[config.mk]
export PLATFORM = sky130hd
export DESIGN_NAME = rs_top
export DESIGN_NICKNAME = d
export VERILOG_FILES = /design/src/rtl/rs_cfg_pkg.sv /design/src/rtl/rs_types_pkg.sv /design/src/rtl/rs_top.sv /design/src/rtl/ex_latency_pipe.sv /design/src/rtl/rs_core.sv /design/src/rtl/wb_slot_sched.sv /design/src/rtl/age_select.sv /design/src/rtl/rs_entry.sv
export SDC_FILE = /design/constraint.sdc
export NUM_CORES = 1
export LEC_CHECK = 0
export BUFFER_PORTS_ARGS = -buffer_cell sky130_fd_sc_hd__buf_2
export CORE_UTILIZATION = 45
export DETAILED_ROUTE_END_ITERATION = 16
export SLEW_MARGIN = 15
export SYNTH_ARGS = -nofsm -noshare
export SYNTH_HDL_FRONTEND = slang
export SYNTH_SLANG_ARGS = --single-unit
[constraint.sdc]
create_clock -name clk -period 12.3 [get_ports clk]
set_clock_uncertainty 0.05 [all_clocks]
set_input_delay 1.845 -clock clk [delete_from_list [all_inputs] [get_ports clk]]
set_output_delay 1.845 -clock clk [all_outputs]
set_load 0.02 [all_outputs]
[src/rtl/rs_cfg_pkg.sv]
package rs_cfg_pkg;

	// ************************************************************************
	// widths
	// ************************************************************************

	// physical register tag
	localparam int PRF_TAG_W = 6;

	// rob index, wrap bit sits on top of this
	localparam int ROB_IDX_W = 4;

	// one bit per unresolved branch
	localparam int BR_MASK_W = 4;

	// ************************************************************************
	// execution latencies, in cycles from issue to cdb
	// ************************************************************************

	// also the depth of the slot scheduler and the ex pipe
	localparam int unsigned LAT_MAX = 4;

	localparam int unsigned LAT_ALU = 1;
	localparam int unsigned LAT_BRANCH = 1;
	localparam int unsigned LAT_LOAD = 3;
	localparam int unsigned LAT_MULT = 4;

endpackage
[src/rtl/rs_types_pkg.sv]
package rs_types_pkg;

	import rs_cfg_pkg::*;

	typedef enum logic [2:0] {
		FU_NONE = 3'd0,
		FU_ALU = 3'd1,
		FU_BRANCH = 3'd2,
		FU_LOAD = 3'd3,
		FU_MULT = 3'd4
	} fu_sel_e;

	// op as it comes out of rename
	typedef struct packed {
		logic [PRF_TAG_W-1:0] dest_tag;
		logic [PRF_TAG_W-1:0] opa_tag;
		logic [PRF_TAG_W-1:0] opb_tag;
		logic opa_rdy;
		logic opb_rdy;
		fu_sel_e fu_sel;
		logic [ROB_IDX_W:0] rob_idx;
		logic [BR_MASK_W-1:0] br_mask;
	} rs_dispatch_t;

	// op as it leaves the station, ready flags no longer needed
	typedef struct packed {
		logic [PRF_TAG_W-1:0] dest_tag;
		logic [PRF_TAG_W-1:0] opa_tag;
		logic [PRF_TAG_W-1:0] opb_tag;
		fu_sel_e fu_sel;
		logic [ROB_IDX_W:0] rob_idx;
		logic [BR_MASK_W-1:0] br_mask;
	} rs_issue_t;

	typedef struct packed {
		logic vld;
		logic [PRF_TAG_W-1:0] tag;
	} cdb_t;

	// tag is one-hot, mispredict only meaningful with resolve
	typedef struct packed {
		logic resolve;
		logic mispredict;
		logic [BR_MASK_W-1:0] tag;
	} br_event_t;

	// 0 means no result on the cdb
	function automatic int unsigned fu_lat(fu_sel_e fu);
		case (fu)
			FU_ALU: return LAT_ALU;
			FU_BRANCH: return LAT_BRANCH;
			FU_LOAD: return LAT_LOAD;
			FU_MULT: return LAT_MULT;
			default: return 0;
		endcase
	endfunction

endpackage

[src/rtl/rs_top.sv]
`timescale 1ns/1ps

module rs_top #(
	parameter int RS_ENTRIES = 8
) (
	input  logic clk,
	input  logic rst,
	input  logic dispatch_vld_i,
	input  rs_types_pkg::rs_dispatch_t dispatch_i,
	input  rs_types_pkg::br_event_t br_i,
	input  logic ld_iss_en_i,
	input  logic iss_hold_i,
	output logic iss_vld_o,
	output rs_types_pkg::rs_issue_t iss_o,
	output rs_types_pkg::cdb_t cdb_o,
	output logic rs_full_o
);

	// station, cdb comes back for wakeup
	rs_core #(
		.RS_ENTRIES(RS_ENTRIES)
	) u_core (
		.clk(clk),
		.rst(rst),
		.dispatch_vld_i(dispatch_vld_i),
		.dispatch_i(dispatch_i),
		.cdb_i(cdb_o),
		.br_i(br_i),
		.ld_iss_en_i(ld_iss_en_i),
		.iss_hold_i(iss_hold_i),
		.iss_vld_o(iss_vld_o),
		.iss_o(iss_o),
		.rs_full_o(rs_full_o)
	);

	// stand-in for the functional units
	ex_latency_pipe u_ex (
		.clk(clk),
		.rst(rst),
		.iss_vld_i(iss_vld_o),
		.iss_i(iss_o),
		.cdb_o(cdb_o)
	);

endmodule

[src/rtl/ex_latency_pipe.sv]
`timescale 1ns/1ps

module ex_latency_pipe (
	input  logic clk,
	input  logic rst,
	input  logic iss_vld_i,
	input  rs_types_pkg::rs_issue_t iss_i,
	output rs_types_pkg::cdb_t cdb_o
);

	import rs_cfg_pkg::*;
	import rs_types_pkg::*;

	// slot d reaches the cdb d cycles from now
	cdb_t [LAT_MAX-1:0] pipe_r;
	cdb_t [LAT_MAX-1:0] pipe_nxt;
	int unsigned iss_lat;

	assign iss_lat = fu_lat(iss_i.fu_sel);

	always_comb begin
		for (int d = 0; d < LAT_MAX - 1; d++) begin
			pipe_nxt[d] = pipe_r[d+1];
		end
		pipe_nxt[LAT_MAX-1] = '0;
		// slot is known free, the scheduler reserved it at select
		if (iss_vld_i && iss_lat != 0) begin
			pipe_nxt[iss_lat-1].vld = 1'b1;
			pipe_nxt[iss_lat-1].tag = iss_i.dest_tag;
		end
	end

	always_ff @(posedge clk) begin
		if (rst) begin
			pipe_r <= '0;
		end else begin
			pipe_r <= pipe_nxt;
		end
	end

	assign cdb_o = pipe_r[0];

endmodule

[src/rtl/rs_core.sv]
`timescale 1ns/1ps

module rs_core #(
	parameter int RS_ENTRIES = 8
) (
	input  logic clk,
	input  logic rst,
	input  logic dispatch_vld_i,
	input  rs_types_pkg::rs_dispatch_t dispatch_i,
	input  rs_types_pkg::cdb_t cdb_i,
	input  rs_types_pkg::br_event_t br_i,
	input  logic ld_iss_en_i,
	input  logic iss_hold_i,
	output logic iss_vld_o,
	output rs_types_pkg::rs_issue_t iss_o,
	output logic rs_full_o
);

	import rs_cfg_pkg::*;
	import rs_types_pkg::*;

	localparam int IDX_W = $clog2(RS_ENTRIES);

	logic [RS_ENTRIES-1:0] busy_vec;
	logic [RS_ENTRIES-1:0] ready_vec;
	logic [RS_ENTRIES-1:0] load_vec;
	logic [RS_ENTRIES-1:0] issue_vec;
	logic [RS_ENTRIES-1:0] free_pick;
	rs_issue_t [RS_ENTRIES-1:0] op_vec;
	fu_sel_e [RS_ENTRIES-1:0] fu_vec;
	logic [RS_ENTRIES-1:0][ROB_IDX_W:0] age_vec;
	logic [RS_ENTRIES-1:0] is_ld_vec;
	logic [RS_ENTRIES-1:0] allow_vec;
	logic [RS_ENTRIES-1:0] req_ld;
	logic [RS_ENTRIES-1:0] req_oth;
	logic [RS_ENTRIES-1:0] gnt_ld;
	logic [RS_ENTRIES-1:0] gnt_oth;
	logic [IDX_W-1:0] idx_ld;
	logic [IDX_W-1:0] idx_oth;
	logic [IDX_W-1:0] sel_idx;
	logic vld_ld;
	logic vld_oth;
	logic use_ld;
	logic sel_vld;
	rs_issue_t sel_op;
	logic mispredict;
	logic sel_kill;
	logic iss_go;
	logic no_free;
	logic dp_en;
	logic wrap_flip_r;
	logic [BR_MASK_W-1:0] clr_mask;

	// ************************************************************************
	// station slots
	// ************************************************************************

	for (genvar i = 0; i < RS_ENTRIES; i++) begin : g_entry
		rs_entry u_entry (
			.clk(clk),
			.rst(rst),
			.load_i(load_vec[i]),
			.disp_i(dispatch_i),
			.issue_i(issue_vec[i]),
			.cdb_i(cdb_i),
			.br_i(br_i),
			.busy_o(busy_vec[i]),
			.ready_o(ready_vec[i]),
			.op_o(op_vec[i])
		);

		assign fu_vec[i] = op_vec[i].fu_sel;
		assign age_vec[i] = op_vec[i].rob_idx;
		assign is_ld_vec[i] = (op_vec[i].fu_sel == FU_LOAD);
	end

	// ************************************************************************
	// dispatch
	// ************************************************************************

	assign mispredict = br_i.resolve & br_i.mispredict;
	assign clr_mask = (br_i.resolve & ~br_i.mispredict) ? br_i.tag : '0;

	// lowest clear bit of busy_vec
	assign free_pick = ~busy_vec & (busy_vec + RS_ENTRIES'(1));
	assign no_free = &busy_vec;
	assign rs_full_o = no_free & ~iss_go;
	assign dp_en = dispatch_vld_i & ~mispredict & ~rs_full_o;

	// when full, the slot being issued this cycle takes the new op
	assign load_vec = !dp_en ? '0 : (no_free ? issue_vec : free_pick);

	// polarity of the youngest dispatch decides which lap is older
	always_ff @(posedge clk) begin
		if (rst) begin
			wrap_flip_r <= 1'b0;
		end else if (dp_en) begin
			wrap_flip_r <= ~dispatch_i.rob_idx[ROB_IDX_W];
		end
	end

	// ************************************************************************
	// issue select
	// ************************************************************************

	wb_slot_sched #(
		.RS_ENTRIES(RS_ENTRIES)
	) u_sched (
		.clk(clk),
		.rst(rst),
		.hold_i(iss_hold_i),
		.cand_fu_i(fu_vec),
		.take_i(sel_vld & ~sel_kill),
		.take_fu_i(sel_op.fu_sel),
		.allow_o(allow_vec)
	);

	assign req_ld = ready_vec & allow_vec & is_ld_vec;
	assign req_oth = ready_vec & allow_vec & ~is_ld_vec;

	age_select #(
		.RS_ENTRIES(RS_ENTRIES)
	) u_sel_ld (
		.req_i(req_ld),
		.age_i(age_vec),
		.wrap_flip_i(wrap_flip_r),
		.gnt_o(gnt_ld),
		.idx_o(idx_ld),
		.vld_o(vld_ld)
	);

	age_select #(
		.RS_ENTRIES(RS_ENTRIES)
	) u_sel_oth (
		.req_i(req_oth),
		.age_i(age_vec),
		.wrap_flip_i(wrap_flip_r),
		.gnt_o(gnt_oth),
		.idx_o(idx_oth),
		.vld_o(vld_oth)
	);

	// load lane has priority while the load queue allows it
	assign use_ld = vld_ld & ld_iss_en_i;
	assign sel_vld = use_ld | vld_oth;
	assign sel_idx = use_ld ? idx_ld : idx_oth;
	assign sel_op = op_vec[sel_idx];

	// wrong-path op picked in the mispredict cycle is dropped
	assign sel_kill = mispredict & (|(sel_op.br_mask & br_i.tag));
	assign iss_go = sel_vld & ~iss_hold_i & ~sel_kill;
	assign issue_vec = !iss_go ? '0 : (use_ld ? gnt_ld : gnt_oth);

	// issue register
	always_ff @(posedge clk) begin
		if (rst) begin
			iss_vld_o <= 1'b0;
		end else begin
			iss_vld_o <= iss_go;
		end
	end

	always_ff @(posedge clk) begin
		if (iss_go) begin
			iss_o <= sel_op;
			iss_o.br_mask <= sel_op.br_mask & ~clr_mask;
		end
	end

endmodule

[src/rtl/wb_slot_sched.sv]
`timescale 1ns/1ps

module wb_slot_sched #(
	parameter int RS_ENTRIES = 8
) (
	input  logic clk,
	input  logic rst,
	input  logic hold_i,
	input  rs_types_pkg::fu_sel_e [RS_ENTRIES-1:0] cand_fu_i,
	input  logic take_i,
	input  rs_types_pkg::fu_sel_e take_fu_i,
	output logic [RS_ENTRIES-1:0] allow_o
);

	import rs_cfg_pkg::*;
	import rs_types_pkg::*;

	// bit k set: cdb already taken k+1 cycles after the next edge
	logic [LAT_MAX-1:0] resv_r;
	logic [LAT_MAX-1:0] resv_nxt;
	logic [LAT_MAX:0] busy_ext;
	int unsigned take_lat;
	int unsigned cand_lat;

	assign take_lat = fu_lat(take_fu_i);

	// results already in flight keep draining during a hold,
	// only new reservations stop
	always_comb begin
		resv_nxt = resv_r >> 1;
		if (take_i && !hold_i && take_lat != 0) begin
			resv_nxt[take_lat-1] = 1'b1;
		end
	end

	always_ff @(posedge clk) begin
		if (rst) begin
			resv_r <= '0;
		end else begin
			resv_r <= resv_nxt;
		end
	end

	// a candidate picked now lands on the cdb lat cycles after the edge
	assign busy_ext = {1'b0, resv_r};

	always_comb begin
		cand_lat = 0;
		for (int i = 0; i < RS_ENTRIES; i++) begin
			cand_lat = fu_lat(cand_fu_i[i]);
			allow_o[i] = (cand_lat == 0) || !busy_ext[cand_lat];
		end
	end

endmodule

[src/rtl/age_select.sv]
`timescale 1ns/1ps

module age_select #(
	parameter int RS_ENTRIES = 8
) (
	input  logic [RS_ENTRIES-1:0] req_i,
	input  logic [RS_ENTRIES-1:0][rs_cfg_pkg::ROB_IDX_W:0] age_i,
	input  logic wrap_flip_i,
	output logic [RS_ENTRIES-1:0] gnt_o,
	output logic [$clog2(RS_ENTRIES)-1:0] idx_o,
	output logic vld_o
);

	import rs_cfg_pkg::*;

	localparam int IDX_W = $clog2(RS_ENTRIES);
	localparam int NODES = 2 * RS_ENTRIES - 1;

	// heap layout, leaves at RS_ENTRIES-1 and up, root at 0
	logic [NODES-1:0] node_vld;
	logic [NODES-1:0][ROB_IDX_W:0] node_age;
	logic [NODES-1:0][IDX_W-1:0] node_idx;
	logic left_wins;

	always_comb begin
		left_wins = 1'b0;
		for (int i = 0; i < RS_ENTRIES; i++) begin
			node_vld[RS_ENTRIES-1+i] = req_i[i];
			// once the rob has wrapped the old lap must sort lower
			node_age[RS_ENTRIES-1+i] = {age_i[i][ROB_IDX_W] ^ wrap_flip_i,
				age_i[i][ROB_IDX_W-1:0]};
			node_idx[RS_ENTRIES-1+i] = IDX_W'(i);
		end
		for (int n = RS_ENTRIES - 2; n >= 0; n--) begin
			left_wins = node_vld[2*n+1] &
				(~node_vld[2*n+2] | (node_age[2*n+1] <= node_age[2*n+2]));
			node_vld[n] = node_vld[2*n+1] | node_vld[2*n+2];
			node_age[n] = left_wins ? node_age[2*n+1] : node_age[2*n+2];
			node_idx[n] = left_wins ? node_idx[2*n+1] : node_idx[2*n+2];
		end
	end

	always_comb begin
		gnt_o = '0;
		if (node_vld[0]) begin
			gnt_o[node_idx[0]] = 1'b1;
		end
	end

	assign idx_o = node_idx[0];
	assign vld_o = node_vld[0];

endmodule

[src/rtl/rs_entry.sv]
`timescale 1ns/1ps

module rs_entry (
	input  logic clk,
	input  logic rst,
	input  logic load_i,
	input  rs_types_pkg::rs_dispatch_t disp_i,
	input  logic issue_i,
	input  rs_types_pkg::cdb_t cdb_i,
	input  rs_types_pkg::br_event_t br_i,
	output logic busy_o,
	output logic ready_o,
	output rs_types_pkg::rs_issue_t op_o
);

	import rs_cfg_pkg::*;
	import rs_types_pkg::*;

	logic busy_r;
	logic opa_rdy_r;
	logic opb_rdy_r;
	rs_issue_t op_r;
	logic squash;
	logic [BR_MASK_W-1:0] clr_mask;
	logic disp_opa_hit;
	logic disp_opb_hit;
	logic opa_hit;
	logic opb_hit;

	// branch upkeep
	assign squash = br_i.resolve & br_i.mispredict & (|(op_r.br_mask & br_i.tag));
	assign clr_mask = (br_i.resolve & ~br_i.mispredict) ? br_i.tag : '0;

	// wakeup, for the incoming op and the held one
	assign disp_opa_hit = cdb_i.vld & (cdb_i.tag == disp_i.opa_tag);
	assign disp_opb_hit = cdb_i.vld & (cdb_i.tag == disp_i.opb_tag);
	assign opa_hit = cdb_i.vld & (cdb_i.tag == op_r.opa_tag);
	assign opb_hit = cdb_i.vld & (cdb_i.tag == op_r.opb_tag);

	// a load in the issuing cycle refills the slot, so load wins
	always_ff @(posedge clk) begin
		if (rst) begin
			busy_r <= 1'b0;
		end else if (load_i) begin
			busy_r <= 1'b1;
		end else if (issue_i | squash) begin
			busy_r <= 1'b0;
		end
	end

	always_ff @(posedge clk) begin
		if (load_i) begin
			op_r.dest_tag <= disp_i.dest_tag;
			op_r.opa_tag <= disp_i.opa_tag;
			op_r.opb_tag <= disp_i.opb_tag;
			op_r.fu_sel <= disp_i.fu_sel;
			op_r.rob_idx <= disp_i.rob_idx;
			op_r.br_mask <= disp_i.br_mask & ~clr_mask;
			opa_rdy_r <= disp_i.opa_rdy | disp_opa_hit;
			opb_rdy_r <= disp_i.opb_rdy | disp_opb_hit;
		end else begin
			op_r.br_mask <= op_r.br_mask & ~clr_mask;
			opa_rdy_r <= opa_rdy_r | opa_hit;
			opb_rdy_r <= opb_rdy_r | opb_hit;
		end
	end

	assign busy_o = busy_r;
	assign ready_o = busy_r & opa_rdy_r & opb_rdy_r;
	assign op_o = op_r;

endmodule

==> flow_summary.ini <==
[layout]
seq_area_mm2 = 0.00893
multi_input_area_mm2 = 0.00747
layout-drive-gt1-share = 0.123
nets = 1765
final_cells = 2207
insertedDiodeCount = 0
nFillCells = 3293
areaGrowthSynthToFinish_pct = 11.9

[synthesis]
syn_inst = 1627
synth_area_mm2 = 0.0170
yosysMostFrequentCell = nand2_1
ys.flop_type = edfxtp_1
synth_edf_count = 238
async_flop_share = 0
netlist_top_cells_area = edfxtp_1, dfxtp_1, nand2_1
yosysUniqueCellTypes = 85
synth_fp_nets = 1717
synth_top_area_share = 0.421
synth.avg_cell_area_um2 = 10.4
synth_common_cells = nand2_1, edfxtp_1, nand3_1
yosysWarnings = 0
synth.ff_latch_count = 327
post-synth-top-area-cell = edfxtp_1
ys_seq_area_frac = 0.527

[die]
die_w_um = 196
core_mm2 = 0.0369
rows = 70
start_util = 0.460
pin_count = 82
die-area_mm2 = 0.0385
die_height_um = 196

[critical_path]
critPathLaunchType = register
slowest_delay_ns = 0.59
setup.worst_path.start = u_core.g_entry[1].u_entry.op_o[6]$_DFFE_PP_
ff2ff_setup_slack_ns = 3.46
r2r_start = u_core.g_entry[1].u_entry.op_o[6]$_DFFE_PP_
worstSetupEndpointType = primary output
worstPathRequired_ns = 10.40
cp.arrival_ns = 8.89
rr_worst_depth = 33
cp_slowest_cell = o31ai_1
crit_buf_inv = 4
cpLargestDelayFamily = compound AO/OA/AOI/OAI gates
rr_endpoint = u_core.u_sched.resv_r[2]$_SDFF_PP0_
worstPathMaxFanout = 48
criticalPathCategory = register to primary output

[clock_tree]
cts_setup_buffers = 0
cts-resized-gates = 0
cts_sinks = 327
cts_tree = done
postCtsHoldBufs = 0
htree_num_levels = 2
insertion_delay_ns = 0.56
root_buffer = clkbuf_16
clockBufferDepth = 3
cts_made_buffers = 38
path_clk_slew_ns = 0.06

[placed_design]
dp_hpwl_um = 32000
place_inst = 2139
io_buffers = 81
place.gp.congestion = 0.903

[min_path]
min-delay-start = u_ex.pipe_r[27]$_SDFF_PP0_
min_path_type = register to register
whs_path_depth = 2
hold_path_end = u_ex.pipe_r[20]$_SDFF_PP0_

[power_and_ir_drop]
p_int_uw = 1920
pwr_density_cell_mw_per_mm2 = 136
power_leakage_uw = 0.00737
irDropWorstVdd_uv = 105
switching_share = 0.255
power_frac_comb = 0.102
switchingPower_uw = 655
pwr-share-clk = 0.418
p_seq_frac = 0.480

[timing]
fin_tns_setup_ns = 0
fin_crit_ns = 10.78
fmax_mhz = 92.8
finalHoldViolCount = 0
final_max_slew_viol_count = 0
worst_pin_slew_ns = 0.889
rsz0062_at_grt = false
slew_headroom = 0.405
min_period_over_period = 0.877
setup_viol = 0

[outcome]
status = completed

[route]
first_pass_iters = 6
drt_iter0_drc = 1057
viasPerCell = 5.71
drc = 0
drt-total-wl_um = 47900
wl_per_cell_um = 21.7
postRouteAntennaNets = 0
num_vias = 12600

[global_routing]
antenna_found_initial = 1
grt_pass1_wl_um = 73100
grt_usage = 0.252
grt_pass1_vias = 12200
grt-ovfl-total = 0
grt_max_degree = 71

[flow_run]
drv_cap = 0
==> cell usage in the layout, fill, tap and decap left out, types with 22 or more instances in the layout <==
cell type,netlist,final
edfxtp_1,238,238
xnor2_1,59,59
xor2_1,61,61
mux2i_1,68,68
clkbuf_16,0,38
ha_1,47,47
dfxtp_1,89,89
nand2_1,270,269
buf_2,21,81
nor2_1,84,83
inv_1,50,50
a21oi_1,72,72
buf_4,7,23
nor4_1,22,22
o21ai_0,55,55
nand3_1,122,122
==> worst reg2reg max path: cells and delay by family, from the launching register on <==
kind | cells | cell delay (ns)
flops | 1 | 0.43
compound gates | 14 | 3.58
xor+xnor | 1 | 0.18
fa+ha+maj | 4 | 1.20
simple gates | 11 | 2.29
mux | 1 | 0.20
buf+inv | 2 | 0.87
==> through the flow <==
step	setup WS (ns)	total power, uW	cell area (um^2)	hold slack (ns)	util
2_1_floorplan	4.21	1420	17000	0.361	-
3_3_place_gp	2.23	1520	17800	0.366	0.483
3_5_place_dp	2.22	1520	17800	0.369	0.483
4_1_cts	1.58	2590	19000	0.373	0.515
5_1_grt	0.927	2670	19000	0.396	0.515
6_report	1.52	2570	19000	0.376	0.515
==> sequential cells by signal (all words and copies together), names as in the netlist, 3 cells and up <==
signal,cells
u_core.g_entry.u_entry.op_o,240
u_ex.cdb_o,7
u_core.u_sched.resv_r,3
u_ex.pipe_r,21
u_core.iss_o,30
u_core.g_entry.u_entry.opa_rdy_r,8
u_core.g_entry.u_entry.opb_rdy_r,8
u_core.g_entry.u_entry.busy_o,8
==> cell type report <==
cell class,instances,area share
clock inverter,13,0.00587
multi-input combinational,1153,0.394
sequential,327,0.471
inverter,51,0.0102
clock buffer,55,0.0561
timing repair buffer,104,0.0305
tap,504,0.0332
==> metal layers <==
layer  GRT usage  up-vias  part of all wire
met2       0.391      378              0.45
met4      0.0764        0             0.022
met1       0.360     6159              0.47
met5           0        -                 0
met3      0.0426       77             0.063
li1            -     5978                 -
==> power groups by stage <==
stage / clock network, uW / registers (uW) / logic (uW)
after floorplan: 0 / 1250 / 167
after global placement: 0 / 1260 / 258
after detailed placement: 0 / 1260 / 259
after CTS: 1100 / 1240 / 261
after global routing: 1140 / 1240 / 288
final: 1080 / 1240 / 262
==> kinds of logic (layout without fill, tap and decap cells) <==
group	Yosys count	in the layout	share of synthesized area
DFF	327	327	0.527
AOI/OAI and AO/OA	280	280	0.119
adders and majority gates	55	55	0.0395
and+or+nand+nor	618	618	0.167
muxes	80	80	0.0481
xor gates and xnor gates	120	120	0.0620
buffers and inverters	147	223	0.0376
==> worst max-delay path by stage <==
| stage | to | slack, ns | depth (start not counted) |
|---|---|---|---|
| after floorplan | rs_full_o | 4.21 | 31 |
| after global placement | rs_full_o | 2.23 | 29 |
| after detailed placement | rs_full_o | 2.22 | 29 |
| after CTS | rs_full_o | 1.58 | 29 |
| after global routing | rs_full_o | 0.93 | 31 |
| final | rs_full_o | 1.52 | 30 |
Note: power is estimated with default switching activity, not from simulation.
